**config.mk**
```make
export PLATFORM = sky130hd
export DESIGN_NAME = dram_bridge_top
export DESIGN_NICKNAME = d
export VERILOG_FILES = /design/src/design/bridge_app_pkg.sv /design/src/design/bridge_user_pkg.sv /design/src/design/app_cmd_issuer.sv /design/src/design/dram_bridge_top.sv /design/src/design/sync_fifo.sv /design/src/design/user_request_fsm.sv
export SDC_FILE = /design/constraint.sdc
export NUM_CORES = 1
export LEC_CHECK = 0
export BUFFER_PORTS_ARGS = -buffer_cell sky130_fd_sc_hd__buf_2
export CORE_ASPECT_RATIO = 0.5
export CORE_UTILIZATION = 40
export CTS_BUF_LIST = sky130_fd_sc_hd__clkbuf_8
export DETAILED_ROUTE_END_ITERATION = 10
export HOLD_SLACK_MARGIN = 0.12
export PLACE_DENSITY = 0.71
export SETUP_SLACK_MARGIN = 0.15
export SYNTH_ARGS = -nofsm -noshare
export SYNTH_HDL_FRONTEND = slang
export SYNTH_SLANG_ARGS = --single-unit
export TNS_END_PERCENT = 5
```
**constraint.sdc**
```tcl
create_clock -name clk -period 10.05 [get_ports clk]
set_clock_uncertainty 0.1 [all_clocks]
set_input_delay 1.5075 -clock clk [delete_from_list [all_inputs] [get_ports clk]]
set_output_delay 1.5075 -clock clk [all_outputs]
set_load 0.02 [all_outputs]
```
**src/design/bridge_app_pkg.sv**
```systemverilog
// Application interface of the DDR controller: widths, command codes and
// the 128-bit line type, seen either flat or as four 32-bit lanes.
package bridge_app_pkg;

    localparam int APP_ADDR_W = 28;
    localparam int APP_DATA_W = 128;
    localparam int APP_MASK_W = 16;
    localparam int APP_CMD_W  = 3;

    localparam logic [APP_CMD_W-1:0] CMD_WRITE = 3'd0;
    localparam logic [APP_CMD_W-1:0] CMD_READ  = 3'd1;

    // 32-bit words per line
    localparam int LANES       = 4;
    localparam int LANE_W      = APP_DATA_W / LANES;
    localparam int LANE_MASK_W = APP_MASK_W / LANES;

    typedef union packed {
        logic [APP_DATA_W-1:0]         flat;
        logic [LANES-1:0][LANE_W-1:0]  lane;
    } app_line_u;

endpackage

```
**src/design/bridge_user_pkg.sv**
```systemverilog
// Processor-side port widths and the layout of one packed request word.
// Request word, MSB first: write flag, byte address, data word, byte mask.
package bridge_user_pkg;

    localparam int USER_ADDR_W = 32;
    localparam int USER_DATA_W = 32;

    // mask bit set means the byte is left alone
    localparam int USER_MASK_W = 4;

    localparam int REQ_W = 1 + USER_ADDR_W + USER_DATA_W + USER_MASK_W;

    // write flag sits on top of the word
    localparam int REQ_WR_BIT = REQ_W - 1;

endpackage

```
**src/design/app_cmd_issuer.sv**
```systemverilog
// Drains the request queue onto the controller application interface.
// Command and write data are accepted separately, in either order.
`timescale 1ns/10ps

module app_cmd_issuer (
    input  logic                                  clk,
    input  logic                                  rst_x_async,
    input  logic                                  i_req_empty,
    input  logic [bridge_user_pkg::REQ_W-1:0]     i_req_data,
    input  logic                                  i_app_rdy,
    input  logic                                  i_app_wdf_rdy,
    output logic                                  o_req_pop,
    output logic                                  o_app_en,
    output logic [bridge_app_pkg::APP_CMD_W-1:0]  o_app_cmd,
    output logic [bridge_app_pkg::APP_ADDR_W-1:0] o_app_addr,
    output logic                                  o_app_wdf_wren,
    output logic [bridge_app_pkg::APP_DATA_W-1:0] o_app_wdf_data,
    output logic [bridge_app_pkg::APP_MASK_W-1:0] o_app_wdf_mask
);

    import bridge_user_pkg::*;
    import bridge_app_pkg::*;

    localparam logic [1:0] ST_IDLE     = 2'd0;
    localparam logic [1:0] ST_CMD_DATA = 2'd1;
    localparam logic [1:0] ST_CMD      = 2'd2;
    localparam logic [1:0] ST_DATA     = 2'd3;

    logic [1:0]             state;
    logic [1:0]             state_next;
    logic                   last_done;
    logic                   req_wr;
    logic [USER_ADDR_W-1:0] req_addr;
    logic [USER_DATA_W-1:0] req_data;
    logic [USER_MASK_W-1:0] req_mask;
    app_line_u              line_next;
    app_line_u              line_r;
    logic [APP_MASK_W-1:0]  mask_next;

    // request word fields
    assign req_wr   = i_req_data[REQ_WR_BIT];
    assign req_addr = i_req_data[REQ_WR_BIT-1 -: USER_ADDR_W];
    assign req_data = i_req_data[USER_DATA_W+USER_MASK_W-1 -: USER_DATA_W];
    assign req_mask = i_req_data[USER_MASK_W-1:0];

    // word copied to every lane, user mask only in the addressed lane
    always_comb begin
        for (int i = 0; i < LANES; i++) begin
            line_next.lane[i] = req_data;
            if (int'(req_addr[3:2]) == i) begin
                mask_next[i*LANE_MASK_W +: LANE_MASK_W] = req_mask;
            end else begin
                mask_next[i*LANE_MASK_W +: LANE_MASK_W] = '1;
            end
        end
    end

    always_comb begin
        last_done  = 1'b0;
        state_next = state;
        case (state)
            ST_IDLE: begin
                last_done = 1'b1;
            end
            ST_CMD_DATA: begin
                if (i_app_rdy && i_app_wdf_rdy) begin
                    last_done = 1'b1;
                end else if (i_app_rdy) begin
                    state_next = ST_DATA;
                end else if (i_app_wdf_rdy) begin
                    state_next = ST_CMD;
                end
            end
            ST_CMD: begin
                last_done = i_app_rdy;
            end
            default: begin
                last_done = i_app_wdf_rdy;
            end
        endcase
        // next request goes out as the last acceptance lands
        if (last_done) begin
            if (!i_req_empty) begin
                state_next = req_wr ? ST_CMD_DATA : ST_CMD;
            end else begin
                state_next = ST_IDLE;
            end
        end
    end

    assign o_req_pop      = last_done && !i_req_empty;
    assign o_app_en       = (state == ST_CMD_DATA) || (state == ST_CMD);
    assign o_app_wdf_wren = (state == ST_CMD_DATA) || (state == ST_DATA);
    assign o_app_wdf_data = line_r.flat;

    always_ff @(posedge clk or negedge rst_x_async) begin
        if (!rst_x_async) begin
            state <= ST_IDLE;
        end else begin
            state <= state_next;
        end
    end

    always_ff @(posedge clk) begin
        if (o_req_pop) begin
            o_app_cmd      <= req_wr ? CMD_WRITE : CMD_READ;
            o_app_addr     <= {{(APP_ADDR_W-26){1'b0}}, req_addr[26:4], 3'b000};
            line_r         <= line_next;
            o_app_wdf_mask <= mask_next;
        end
    end

endmodule

```
**src/design/dram_bridge_top.sv**
```systemverilog
// Bridge from a 32-bit processor port to a DDR controller application port.
// Requests and read lines pass through two queues sized by QUEUE_DEPTH_LOG2.
`timescale 1ns/10ps

module dram_bridge_top #(
    parameter int QUEUE_DEPTH_LOG2 = 2
) (
    input  logic                                   clk,
    input  logic                                   rst_x_async,
    input  logic                                   i_rd_en,
    input  logic                                   i_wr_en,
    input  logic [bridge_user_pkg::USER_ADDR_W-1:0] i_addr,
    input  logic [bridge_user_pkg::USER_DATA_W-1:0] i_data,
    input  logic [bridge_user_pkg::USER_MASK_W-1:0] i_mask,
    input  logic                                   i_init_calib_complete,
    input  logic                                   i_app_rdy,
    input  logic                                   i_app_wdf_rdy,
    input  logic [bridge_app_pkg::APP_DATA_W-1:0]  i_app_rd_data,
    input  logic                                   i_app_rd_data_valid,
    output logic                                   o_busy,
    output logic                                   o_init_calib_complete,
    output logic [bridge_app_pkg::APP_DATA_W-1:0]  o_data,
    output logic                                   o_app_en,
    output logic [bridge_app_pkg::APP_CMD_W-1:0]   o_app_cmd,
    output logic [bridge_app_pkg::APP_ADDR_W-1:0]  o_app_addr,
    output logic                                   o_app_wdf_wren,
    output logic                                   o_app_wdf_end,
    output logic [bridge_app_pkg::APP_DATA_W-1:0]  o_app_wdf_data,
    output logic [bridge_app_pkg::APP_MASK_W-1:0]  o_app_wdf_mask
);

    import bridge_user_pkg::*;
    import bridge_app_pkg::*;

    logic                  req_push;
    logic [REQ_W-1:0]      req_data;
    logic [REQ_W-1:0]      req_head;
    logic                  req_pop;
    logic                  req_empty;
    logic                  req_full;
    logic                  resp_pop;
    logic [APP_DATA_W-1:0] resp_head;
    logic                  resp_empty;

    // every write is a single beat
    assign o_app_wdf_end = o_app_wdf_wren;

    user_request_fsm u_user_request_fsm (
        .clk                   (clk),
        .rst_x_async           (rst_x_async),
        .i_rd_en               (i_rd_en),
        .i_wr_en               (i_wr_en),
        .i_addr                (i_addr),
        .i_data                (i_data),
        .i_mask                (i_mask),
        .i_init_calib_complete (i_init_calib_complete),
        .i_req_full            (req_full),
        .i_resp_empty          (resp_empty),
        .i_resp_data           (resp_head),
        .o_req_push            (req_push),
        .o_req_data            (req_data),
        .o_resp_pop            (resp_pop),
        .o_busy                (o_busy),
        .o_init_calib_complete (o_init_calib_complete),
        .o_data                (o_data)
    );

    sync_fifo #(
        .DATA_W           (REQ_W),
        .QUEUE_DEPTH_LOG2 (QUEUE_DEPTH_LOG2)
    ) u_req_queue (
        .clk         (clk),
        .rst_x_async (rst_x_async),
        .i_push      (req_push),
        .i_data      (req_data),
        .i_pop       (req_pop),
        .o_data      (req_head),
        .o_empty     (req_empty),
        .o_full      (req_full)
    );

    // one read in flight at most, so this queue never fills
    sync_fifo #(
        .DATA_W           (APP_DATA_W),
        .QUEUE_DEPTH_LOG2 (QUEUE_DEPTH_LOG2)
    ) u_resp_queue (
        .clk         (clk),
        .rst_x_async (rst_x_async),
        .i_push      (i_app_rd_data_valid),
        .i_data      (i_app_rd_data),
        .i_pop       (resp_pop),
        .o_data      (resp_head),
        .o_empty     (resp_empty),
        .o_full      ()
    );

    app_cmd_issuer u_app_cmd_issuer (
        .clk            (clk),
        .rst_x_async    (rst_x_async),
        .i_req_empty    (req_empty),
        .i_req_data     (req_head),
        .i_app_rdy      (i_app_rdy),
        .i_app_wdf_rdy  (i_app_wdf_rdy),
        .o_req_pop      (req_pop),
        .o_app_en       (o_app_en),
        .o_app_cmd      (o_app_cmd),
        .o_app_addr     (o_app_addr),
        .o_app_wdf_wren (o_app_wdf_wren),
        .o_app_wdf_data (o_app_wdf_data),
        .o_app_wdf_mask (o_app_wdf_mask)
    );

endmodule

```
**src/design/sync_fifo.sv**
```systemverilog
// Single-clock FIFO built as a register ring with an occupancy count.
// Push into a full queue or pop from an empty one is ignored.
`timescale 1ns/10ps

module sync_fifo #(
    parameter int DATA_W           = 32,
    parameter int QUEUE_DEPTH_LOG2 = 2
) (
    input  logic              clk,
    input  logic              rst_x_async,
    input  logic              i_push,
    input  logic [DATA_W-1:0] i_data,
    input  logic              i_pop,
    output logic [DATA_W-1:0] o_data,
    output logic              o_empty,
    output logic              o_full
);

    localparam int DEPTH = 1 << QUEUE_DEPTH_LOG2;

    logic [DATA_W-1:0]           mem [DEPTH];
    logic [QUEUE_DEPTH_LOG2-1:0] wr_ptr;
    logic [QUEUE_DEPTH_LOG2-1:0] rd_ptr;
    logic [QUEUE_DEPTH_LOG2:0]   count;
    logic                        do_push;
    logic                        do_pop;

    assign do_push = i_push && !o_full;
    assign do_pop  = i_pop && !o_empty;

    assign o_empty = (count == '0);
    // count never exceeds DEPTH, so the top bit alone marks full
    assign o_full  = count[QUEUE_DEPTH_LOG2];
    assign o_data  = mem[rd_ptr];

    always_ff @(posedge clk or negedge rst_x_async) begin
        if (!rst_x_async) begin
            wr_ptr <= '0;
            rd_ptr <= '0;
            count  <= '0;
        end else begin
            if (do_push) begin
                wr_ptr <= wr_ptr + 1'b1;
            end
            if (do_pop) begin
                rd_ptr <= rd_ptr + 1'b1;
            end
            case ({do_push, do_pop})
                2'b10:   count <= count + 1'b1;
                2'b01:   count <= count - 1'b1;
                default: count <= count;
            endcase
        end
    end

    always_ff @(posedge clk) begin
        if (do_push) begin
            mem[wr_ptr] <= i_data;
        end
    end

endmodule

```
**src/design/user_request_fsm.sv**
```systemverilog
// Processor-side front end: synchronizes calibrate-done, accepts one request
// at a time into the request queue and returns read lines through o_data.
`timescale 1ns/10ps

module user_request_fsm (
    input  logic                                   clk,
    input  logic                                   rst_x_async,
    input  logic                                   i_rd_en,
    input  logic                                   i_wr_en,
    input  logic [bridge_user_pkg::USER_ADDR_W-1:0] i_addr,
    input  logic [bridge_user_pkg::USER_DATA_W-1:0] i_data,
    input  logic [bridge_user_pkg::USER_MASK_W-1:0] i_mask,
    input  logic                                   i_init_calib_complete,
    input  logic                                   i_req_full,
    input  logic                                   i_resp_empty,
    input  bridge_app_pkg::app_line_u              i_resp_data,
    output logic                                   o_req_push,
    output logic [bridge_user_pkg::REQ_W-1:0]      o_req_data,
    output logic                                   o_resp_pop,
    output logic                                   o_busy,
    output logic                                   o_init_calib_complete,
    output logic [bridge_app_pkg::APP_DATA_W-1:0]  o_data
);

    import bridge_user_pkg::*;

    localparam logic [1:0] ST_CALIB = 2'd0;
    localparam logic [1:0] ST_IDLE  = 2'd1;
    localparam logic [1:0] ST_WRITE = 2'd2;
    localparam logic [1:0] ST_READ  = 2'd3;

    logic [1:0]             state;
    logic                   calib_sync1;
    logic                   calib_sync2;
    logic [USER_MASK_W-1:0] req_mask;

    // two-flop sync of calibrate-done
    always_ff @(posedge clk or negedge rst_x_async) begin
        if (!rst_x_async) begin
            calib_sync1 <= 1'b0;
            calib_sync2 <= 1'b0;
        end else begin
            calib_sync1 <= i_init_calib_complete;
            calib_sync2 <= calib_sync1;
        end
    end

    assign o_init_calib_complete = calib_sync2;

    // write wins over read, reads carry a zero mask
    assign req_mask   = i_wr_en ? i_mask : '0;
    assign o_req_push = (state == ST_IDLE) && (i_wr_en || i_rd_en);
    assign o_req_data = {i_wr_en, i_addr, i_data, req_mask};

    assign o_resp_pop = (state == ST_READ) && !i_resp_empty;
    assign o_busy     = (state != ST_IDLE);

    always_ff @(posedge clk or negedge rst_x_async) begin
        if (!rst_x_async) begin
            state <= ST_CALIB;
        end else begin
            case (state)
                ST_CALIB: begin
                    if (calib_sync2) begin
                        state <= ST_IDLE;
                    end
                end
                ST_IDLE: begin
                    if (i_wr_en) begin
                        state <= ST_WRITE;
                    end else if (i_rd_en) begin
                        state <= ST_READ;
                    end
                end
                ST_WRITE: begin
                    // done once the queue has room again
                    if (!i_req_full) begin
                        state <= ST_IDLE;
                    end
                end
                default: begin
                    if (!i_resp_empty) begin
                        state <= ST_IDLE;
                    end
                end
            endcase
        end
    end

    // line stays until the next read completes
    always_ff @(posedge clk) begin
        if (o_resp_pop) begin
            o_data <= i_resp_data.flat;
        end
    end

endmodule

```
==> out/results.txt, run 1 <==
Fin crit period: 3620 ps
Initial core utilization: 40.8%
Number of nets in the finished design: 2181
Post-Syn Instances: 1445
Critical path startpoint category: flop
Number of maximum-capacitance constraint violations: 0
Number of gates resized after cts: 0
Die outline area: 89900 µm²
Detailed-route wire length per cell: 21.8 µm
Arrival @ worst endpoint: 2010 ps
Global placement routability congestion: 0.748
Vias: 15.5k
Ordered cell list for the critical path: inv_1, ha_1, or2_2, buf_2
Sum of overflow across all layers after global routing: 0
Hold_ws: 264 ps
Standby leakage power: 14.1 nW
Hold violation count in the final report: 0
Final Power: 12.6 mW
Fraction of the mapped netlist area in adder cells: 0.748%
Vertical extent of the die: 213 µm
Slowest cell on the critical path: dfrtp_1
Initial antenna violation count: 19
Peak fanout along the critical path: 5
Number of different library cells in the post-synthesis netlist: 33
Setup slack, reg-to-reg: 6920 ps
Flip-flop and latch count after synthesis: 980
Input/output buffers: 497
DRC violation count after routing: 0
Top-level I/O count: 512
Pwr Density: 306 nW/µm²
Share of the clock period used by the worst path after layout: 36.0%
TritonCTS clock tree: built
Type of element capturing the critical path: output pin
Clock transition at the register clock pins on the worst setup and hold paths after CTS: 70 ps
Largest net degree at the start of global routing: 70
Post-CTS Hold Buffers: 0
Worst reg2reg path depth: 11
Final-report max-slew violation count: 0
Routed Wire Length: 70.4 mm
Post-CTS Repair Setup Buffers: 0
Area share of xor/xnor cells in the synthesized design: 0.321%
Post-synthesis average cell area: 24.5 µm²
Number of inserted filler cells in the final layout: 7131
End point of the critical path: o_app_wdf_end
Synth top area cells: edfxtp_1, mux4_2, buf_4
Dominant delay contributor by cell family on the critical path: flip-flops
1st-pass router iterations: 5
Levels on crit path: 4
Worst supply voltage drop on vdd: 0.180 mV
Compound-cell area share of the yosys netlist: 0.296%
Sequential share of the synthesized area: 82.7%
Half-perimeter wire length after detailed placement: 41.1 mm
Post-synthesis mux area share: 12.1%
Beginning of the worst register-to-register path: u_app_cmd_issuer.state[1]$_DFFE_PN0P_
Number of nets with antenna violations after detailed routing: 0
Core area: 86900 µm²
Dominant combinational cell family by area after synthesis: multiplexers
Total Routing Usage GR: 15.6%
DR vias/cell: 4.81
RSZ-0062 raised after global routing: no
Outcome: completed
Floorplan die width: 423 µm
Worst min-delay path class: reg2reg
Wire length of the first global-routing pass: 102 mm
Number of warnings printed during yosys synthesis: 0
Crit path required time: 8440 ps
Area share of the largest cell type after synthesis: 81.3%
Synthesized cell area: 35500 µm²
Summed negative setup slack over all endpoints: 0 ps
CTS Buf Count: 139
Worst slew pin tran: 1140 ps
Master cell of the clock root buffer: clkbuf_8
Simple-gate portion of the synthesized area: 0.826%
Share of post-route cells with drive strength above 1: 43.7%
Cell type with the highest aggregate area in the netlist: edfxtp_1
Layout-stage area growth over the synthesis result: 16.1%
Headroom to the max-slew limit: 24.3%
Clk Latency, worst-skew pair: 820 ps
Clk buf depth: 3
End of the worst register-to-register path: u_req_queue.count[2]$_DFFE_PN0P_
Max Clock Freq: 277 MHz
Final setup violating endpoints: 0
CP peak stage delay: 400 ps
Number of buffers and inverters on the critical path: 2
Sink count of the clock tree: 980
Vias in the first global route: 16.4k
First DRT Iteration DRCs: 948
Number of core rows: 76
Category of the critical setup timing path: reg2out
Total number of H-tree levels: 4
Crit path from: u_app_cmd_issuer.state[1]$_DFFE_PN0P_
cell usage after synthesis:
master	instances
buf_1	7
conb_1	1
nor2_1	5
nor2b_1	5
ha_1	18
nand2_1	10
o22ai_1	2
a22oi_1	1
a21oi_1	5
buf_6	1
a221o_1	1
o31ai_1	1
fa_1	2
xor2_1	7
buf_2	25
mux2i_1	1
nand2b_1	7
and2_1	13
mux2_2	1
inv_1	20
edfxtp_1	960
mux4_1	1
o21ai_0	7
dfrtp_1	20
buf_4	106
clkbuf_1	9
o21a_1	1
nand3_1	4
nor3_1	2
or3_1	4
mux4_2	188
or2_2	4
xnor2_1	6
cells by family (layout without fill, tap and decap cells):
kind of cell,count (synthesis),in the layout
fa+ha+maj,20,20
other cells,1,15
compound gates,18,18
buf+inv,168,766
mux,191,191
flops,980,980
simple gates,54,54
xor+xnor,13,13
cell type report:
class,count,area [µm²],area share [%]
Sequential cell,980,29300,71.3
Multi-Input combinational cell,303,5110,12.4
Timing Repair Buffer,513,2610,6.33
Clock buffer,142,1950,4.75
Tap cell,1170,1460,3.56
Clock inverter,91,599,1.46
Inverter,20,75.1,0.182
Antenna cell,8,20.0,0.0486
worst min path at each step:
stage | from | endpoint | slack [ps] | cells past startpoint
after floorplan | u_user_request_fsm.calib_sync1$_DFF_PN0_ | u_user_request_fsm.o_init_calib_complete$_DFF_PN0_ | 230 | 0
after global placement | u_user_request_fsm.calib_sync1$_DFF_PN0_ | u_user_request_fsm.o_init_calib_complete$_DFF_PN0_ | 230 | 0
after detailed placement | u_user_request_fsm.calib_sync1$_DFF_PN0_ | u_user_request_fsm.o_init_calib_complete$_DFF_PN0_ | 260 | 0
after CTS | u_user_request_fsm.calib_sync1$_DFF_PN0_ | u_user_request_fsm.o_init_calib_complete$_DFF_PN0_ | 280 | 0
after global routing | u_user_request_fsm.calib_sync1$_DFF_PN0_ | u_user_request_fsm.o_init_calib_complete$_DFF_PN0_ | 270 | 0
final | u_user_request_fsm.calib_sync1$_DFF_PN0_ | u_user_request_fsm.o_init_calib_complete$_DFF_PN0_ | 260 | 0
metrics by stage:
| stage | area (µm²) | worst slack (ps) | instances | util (%) |
|---|---|---|---|---|
| floorplan | 35500 | 1920 | 1451 | - |
| global placement | 38600 | 5890 | 2986 | 44.4 |
| detailed placement | 38600 | 5890 | 2986 | 44.4 |
| CTS | 41200 | 6320 | 3219 | 47.4 |
| global route | 41200 | 6280 | 3227 | 47.4 |
| finish | 41200 | 6430 | 3227 | 47.4 |
layout by cell type, fill, tap and decap left out, drive strengths merged:
cell type / instances
inv: 56
xor2: 7
clkinv: 43
nor2b: 5
ha: 18
a221o: 1
mux2i: 1
edfxtp: 960
clkinvlp: 6
nand2: 10
o31ai: 1
nor2: 5
o21a: 1
or3: 4
o21ai: 7
xnor2: 6
diode: 8
mux4: 189
bufinv: 6
nand3: 4
conb: 7
dfrtp: 20
a22oi: 1
o22ai: 2
buf: 513
nor3: 2
fa: 2
mux2: 1
or2: 4
nand2b: 7
a21oi: 5
and2: 13
clkbuf: 142
flip-flops by register name, summed over array words and instances, names as in the netlist, 3 cells and up:
name / flops
u_req_queue.count: 3
u_user_request_fsm.o_data: 128
u_app_cmd_issuer.o_app_wdf_mask: 16
u_resp_queue.count: 3
u_resp_queue.mem: 512
u_app_cmd_issuer.o_app_addr: 23
u_req_queue.mem: 248
u_app_cmd_issuer.o_app_wdf_data: 32
power breakdown:
group	internal (mW)	switching, mW
Sequential	5.68	0.409
Combinational	1.32	2.22
Clock	1.48	1.50
Total	8.48	4.12
metal layers:
| metal | GRT usage, % | vias up | share of wire (%) |
|---|---|---|---|
| li1 | - | 6898 | - |
| met1 | 17.7 | 8151 | 38 |
| met2 | 28.0 | 331 | 55 |
| met3 | 4.34 | 137 | 4.3 |
| met4 | 5.85 | 6 | 2.5 |
| met5 | 0 | - | 0.058 |
No activity file was read; power rests on OpenSTA's default activity.
==> run 2, diff against run 1 <==
==> constraint.sdc (replaced) <==
create_clock -name clk -period 3.7 [get_ports clk]
set_clock_uncertainty 0.1 [all_clocks]
set_input_delay 0.555 -clock clk [delete_from_list [all_inputs] [get_ports clk]]
set_output_delay 0.555 -clock clk [all_outputs]
set_load 0.02 [all_outputs]
==> out/results.txt, run 2 (synthesis gave the netlist of run 1 again) <==
First DRT Iteration DRCs: 909
Share of post-route cells with drive strength above 1: 39.7%
Most common library cell in the layout ignoring fill and taps: edfxtp_1
Initial antenna violation count: 2
Worst slew pin tran: 1040 ps
Input/output buffers: 497
Number of maximum-capacitance constraint violations: 0
CTS Buf Count: 139
1st-pass router iterations: 5
Wire length of the first global-routing pass: 106 mm
Die outline area: 89900 µm²
Crit path required time: 4090 ps
RSZ-0062 raised after global routing: no
Post-CTS Hold Buffers: 200
Critical path startpoint category: flop
Largest registers: u_resp_queue.mem: 512 flops, u_req_queue.mem: 248 flops, u_user_request_fsm.o_data: 128 flops
Clk buf depth: 3
Number of gates resized after cts: 0
Floorplan die width: 423 µm
Clk Latency, worst-skew pair: 830 ps
Post-CTS Repair Setup Buffers: 0
Part of the total power dissipated in combinational logic: 29.3%
Sink count of the clock tree: 980
Total Routing Usage GR: 15.9%
Standby leakage power: 15.1 nW
Max Clock Freq: 351 MHz
TritonCTS clock tree: built
Vias: 16.3k
Final Power: 34.5 mW
Vias in the first global route: 17.6k
Cell type with the highest occurrence count on the critical path: inv_1
Top-level I/O count: 512
Sum of overflow across all layers after global routing: 0
Initial core utilization: 40.8%
Top library cells by usage in the layout, fill and taps aside: edfxtp_1, buf_2, dlygate4sd3_1, mux4_2, clkbuf_8
Sw power: 11.3 mW
Number of flip-flops in the largest register: 512
Portion of total power attributed to sequential cells: 47.6%
Worst min-delay path class: reg2reg
Layout-stage area growth over the synthesis result: 22.7%
Outcome: completed
Type of element capturing the critical path: flop
Clock share of power: 23.1%
Headroom to the max-slew limit: 29.9%
Hold violation count in the final report: 0
Largest net degree at the start of global routing: 131
Final-report max-slew violation count: 0
Clock transition at the register clock pins on the worst setup and hold paths after CTS: 60 ps
Number of nets with antenna violations after detailed routing: 0
CP peak stage delay: 830 ps
Total number of H-tree levels: 4
Global placement routability congestion: 0.750
Detailed-route wire length per cell: 20.7 µm
Share of the clock period used by the worst path after layout: 77.1%
Dominant delay contributor by cell family on the critical path: simple AND/OR/NAND/NOR gates
Ordered cell list for the critical path: inv_1, ha_1, inv_1, nor3_1, and2_4, buf_4
Number of nets in the finished design: 2391
Peak fanout along the critical path: 17
Final setup violating endpoints: 0
Worst supply voltage drop on vdd: 0.707 mV
Final core utilization: 50.0%
Fin crit period: 2850 ps
Switching part of the total: 32.8%
Slowest cell on the critical path: nor3_1
Half-perimeter wire length after detailed placement: 40.2 mm
Routed Wire Length: 71.4 mm
Vertical extent of the die: 213 µm
DR vias/cell: 4.74
Number of buffers and inverters on the critical path: 3
Category of the critical setup timing path: reg2reg
Number of core rows: 76
DRC violation count after routing: 0
Master cell of the clock root buffer: clkbuf_8
Arrival @ worst endpoint: 3240 ps
Core area: 86900 µm²
Register containing the most flip-flops in the final layout: u_resp_queue.mem
Pwr Density: 794 nW/µm²
Internal Power: 23.2 mW
-- run 2: cell types whose count changed in the layout (fill, tap and decap cells not counted), sizes merged --
cell	delta
buf	+11
bufinv	-2
clkbuf	-1
clkinv	-3
clkinvlp	-2
diode	-5
dlygate4sd3	+199
inv	+21
-- run 2: area by class of cell --
type / instances / area, µm²
repair buffers: 723 / 4920
flip-flops and latches: 980 / 29300
fillers: 6885 / 43400
clock inverters: 105 / 628
clock buffers: 141 / 1940
multi-input cells: 303 / 5110
diodes: 3 / 7.51
well taps: 1170 / 1460
inverters: 20 / 75.1
-- run 2: routing by layer --
layer	vias to the layer above	track usage [%]	routed length, µm	share of wire (%)
li1	7324	-	-	-
met1	8573	18.5	27800	39
met2	323	28.2	39000	55
met3	123	3.60	2660	3.7
met4	2	6.95	1910	2.7
met5	-	0	13	0.018
-- run 2: path summary, 6_finish.rpt --
kind | from | to | slack [ps] | cells past startpoint
worst max-delay path | u_user_request_fsm.state[1]$_DFFE_PN0P_ | u_req_queue.mem[0][7]$_DFFE_PP_ | 850 | 6
worst min register to register | u_user_request_fsm.calib_sync1$_DFF_PN0_ | u_user_request_fsm.o_init_calib_complete$_DFF_PN0_ | 270 | 0
worst max register to register | u_user_request_fsm.state[1]$_DFFE_PN0P_ | u_req_queue.mem[0][7]$_DFFE_PP_ | 850 | 6
worst min-delay path | u_user_request_fsm.calib_sync1$_DFF_PN0_ | u_user_request_fsm.o_init_calib_complete$_DFF_PN0_ | 270 | 0
max in group asynchronous | rst_x_async | u_resp_queue.rd_ptr[0]$_DFFE_PN0P_ | 2580 | 4
min in group asynchronous | rst_x_async | u_app_cmd_issuer.state[1]$_DFFE_PN0P_ | 740 | 4
-- run 2: per-stage QoR --
step	std cells	cell area, µm²	hold slack, ps	TNS (ps)	setup WS [ps]
CTS	3442	43500	168	0	815
global route	3443	43500	232	0	671
detailed placement	2996	38900	242	0	737
floorplan	1451	35500	159	-296730	-770
global placement	2996	38900	233	0	812
finish	3445	43500	265	0	848
-- run 2: power by group through the flow --
stage               clock network, mW  logic (mW)  registers, mW
global placement                    0        10.0           16.6
global route                     8.72        10.8           16.7
floorplan                           0        6.09           17.8
finish                           7.99        10.1           16.4
CTS                              8.29        10.3           16.5
detailed placement                  0        10.1           16.7
==> run 3, diff against run 2 <==
--- a/config.mk
+++ b/config.mk
@@ -11,7 +11,7 @@
 export CTS_BUF_LIST = sky130_fd_sc_hd__clkbuf_8
 export DETAILED_ROUTE_END_ITERATION = 10
 export HOLD_SLACK_MARGIN = 0.12
-export PLACE_DENSITY = 0.71
+export PLACE_DENSITY = 0.73
 export SETUP_SLACK_MARGIN = 0.15
 export SYNTH_ARGS = -nofsm -noshare
 export SYNTH_HDL_FRONTEND = slang
==> constraint.sdc (replaced) <==
create_clock -name clk -period 2.5 [get_ports clk]
set_clock_uncertainty 0.1 [all_clocks]
set_input_delay 0.375 -clock clk [delete_from_list [all_inputs] [get_ports clk]]
set_output_delay 0.375 -clock clk [all_outputs]
set_load 0.02 [all_outputs]
==> out/results.txt, run 3 (synthesis gave the netlist of run 1 again) <==
Outcome: completed
Part of the total power dissipated in combinational logic: 30.5%
Arrival @ worst endpoint: 1920 ps
CTS Buf Count: 139
Most common library cell in the layout ignoring fill and taps: edfxtp_1
Headroom to the max-slew limit: 29.6%
Portion of total power attributed to sequential cells: 46.6%
Worst slew pin tran: 1050 ps
Total Routing Usage GR: 16.3%
Top-level I/O count: 512
Hold violation count in the final report: 0
Floorplan die width: 423 µm
Final setup violating endpoints: 0
Type of element capturing the critical path: output pin
Number of nets in the finished design: 2431
Internal Power: 34.8 mW
Place WS: 116 ps
Top library cells by usage in the layout, fill and taps aside: edfxtp_1, buf_2, dlygate4sd3_1, mux4_2, clkbuf_8
Worst min-delay path class: in2reg
Crit path required time: 2030 ps
Register containing the most flip-flops in the final layout: u_resp_queue.mem
Final-report max-slew violation count: 0
Worst supply voltage drop on vdd: 1.08 mV
Worst hold stages: 2
Min-Delay Startpoint: i_app_rd_data[73]
Number of inserted filler cells in the final layout: 6769
Die outline area: 89900 µm²
DR vias/cell: 4.79
Number of maximum-capacitance constraint violations: 0
Number of core rows: 76
Max Clock Freq: 418 MHz
Pwr Density: 1170 nW/µm²
Vias in the first global route: 17.8k
Master cell of the clock root buffer: clkbuf_8
Number of flip-flops in the largest register: 512
Share of the clock period used by the worst path after layout: 95.7%
DRC violation count after routing: 0
Clock share of power: 22.8%
Core area: 86900 µm²
Post-detailed-placement cell area: 39200 µm²
Register Area: 29300 µm²
Number of nets with antenna violations after detailed routing: 0
TritonCTS clock tree: built
Number of cells in the finished layout apart from fillers: 3482
Half-perimeter wire length after detailed placement: 42.9 mm
RSZ-0062 raised after global routing: yes
Vertical extent of the die: 213 µm
Sink count of the clock tree: 980
Layout-stage area growth over the synthesis result: 24.1%
End of the worst register-to-register path: u_req_queue.count[2]$_DFFE_PN0P_
Hold_ws: 216 ps
Placed cell count: 3016
Sum of overflow across all layers after global routing: 0
Post-Layout Inst Area: 44000 µm²
Wire length of the first global-routing pass: 108 mm
Clock transition at the register clock pins on the worst setup and hold paths after CTS: 60 ps
Vias: 16.7k
Input/output buffers: 497
Final Worst Setup Slack: 108 ps
1st-pass router iterations: 5
Area used by multi-input combinational logic: 5160 µm²
Category of the critical setup timing path: reg2out
Routed Wire Length: 73.0 mm
First DRT Iteration DRCs: 1064
Share of post-route cells with drive strength above 1: 40.5%
Clk buf depth: 3
Peak fanout along the critical path: 3
Initial core utilization: 40.8%
Worst reg2reg path depth: 12
Largest net degree at the start of global routing: 131
Clk Latency, worst-skew pair: 820 ps
Switching part of the total: 32.6%
Critical path startpoint category: flop
Worst hold endpoint: u_resp_queue.mem[0][73]$_DFFE_PP_
Detailed-route wire length per cell: 21.0 µm
Largest registers: u_resp_queue.mem: 512 flops, u_req_queue.mem: 248 flops, u_user_request_fsm.o_data: 128 flops
Initial antenna violation count: 6
Global placement routability congestion: 0.759
Fin crit period: 2390 ps
Standby leakage power: 15.4 nW
Setup slack, reg-to-reg: 130 ps
Beginning of the worst register-to-register path: u_app_cmd_issuer.state[0]$_DFFE_PN0P_
Total number of H-tree levels: 4
Sw power: 16.9 mW
run 3: cell types whose count changed in the layout (fill, tap and decap cells not counted), sizes merged:
cell,delta
clkinvlp,-1
diode,+2
buf,+24
bufinv,+1
dlygate4sd3,+16
clkinv,-6
clkbuf,+2
inv,-1
run 3: worst max path at each step:
stage	from	end	slack (ps)	cells past startpoint
floorplan	u_user_request_fsm.state[0]$_DFFE_PN0P_	u_resp_queue.count[2]$_DFFE_PN0P_	-1380	8
global placement	u_app_cmd_issuer.state[0]$_DFFE_PN0P_	u_req_queue.count[2]$_DFFE_PN0P_	160	11
detailed placement	u_app_cmd_issuer.state[0]$_DFFE_PN0P_	u_req_queue.count[2]$_DFFE_PN0P_	120	11
CTS	u_app_cmd_issuer.state[1]$_DFFE_PN0P_	o_app_wdf_wren	20	4
global route	u_app_cmd_issuer.state[1]$_DFFE_PN0P_	o_app_wdf_end	7	5
finish	u_app_cmd_issuer.state[1]$_DFFE_PN0P_	o_app_wdf_wren	110	4
run 3: metal layers:
| layer | vias up | track usage [%] | part of all wire, % |
|---|---|---|---|
| met5 | - | 0 | 0.014 |
| met4 | 2 | 8.45 | 3.7 |
| met3 | 141 | 3.69 | 3.9 |
| met2 | 409 | 29.0 | 55 |
| met1 | 8713 | 18.3 | 38 |
| li1 | 7412 | - | - |
run 3: repair_timing:
item,CTS,global route
hold buffers,215,0
endpoints found under the setup margin,4,112
endpoints found under the hold margin,793,0
gates cloned,0,0
pin swaps,4,3
resized for setup,11,5
buffers inserted,5,0
run 3: final cells by class:
type / count / share of cell area (%)
sequential: 980 / 66.7
timing repair buffer: 763 / 12.3
multi-input combinational: 303 / 11.7
clock buffer: 143 / 4.47
tap: 1170 / 3.33
clock inverter: 98 / 1.33
inverter: 20 / 0.171
antenna: 5 / 0.0284
run 3: metrics by stage:
stage / TNS [ps] / util (%) / total power [mW]
2_1_floorplan: -469080 / - / 35.3
3_3_place_gp: 0 / 45.1 / 39.7
3_5_place_dp: 0 / 45.1 / 40.0
4_1_cts: 0 / 50.6 / 52.3
5_1_grt: 0 / 50.6 / 54.1
6_report: 0 / 50.6 / 51.7
run 3: worst max-delay path, cell delays in order, from the launching register on:
cell and delay (ps):
dfrtp_1 390, buf_4 160, ha_4 160, or2_4 260, buf_6 130
run 3: power groups by stage:
stage | logic (mW) | clock network, mW | registers (mW)
after floorplan | 9.02 | 0 | 26.2
after global placement | 15.4 | 0 | 24.3
after detailed placement | 15.6 | 0 | 24.5
after CTS | 16.0 | 12.2 | 24.1
after global routing | 16.8 | 12.9 | 24.4
final | 15.8 | 11.8 | 24.1
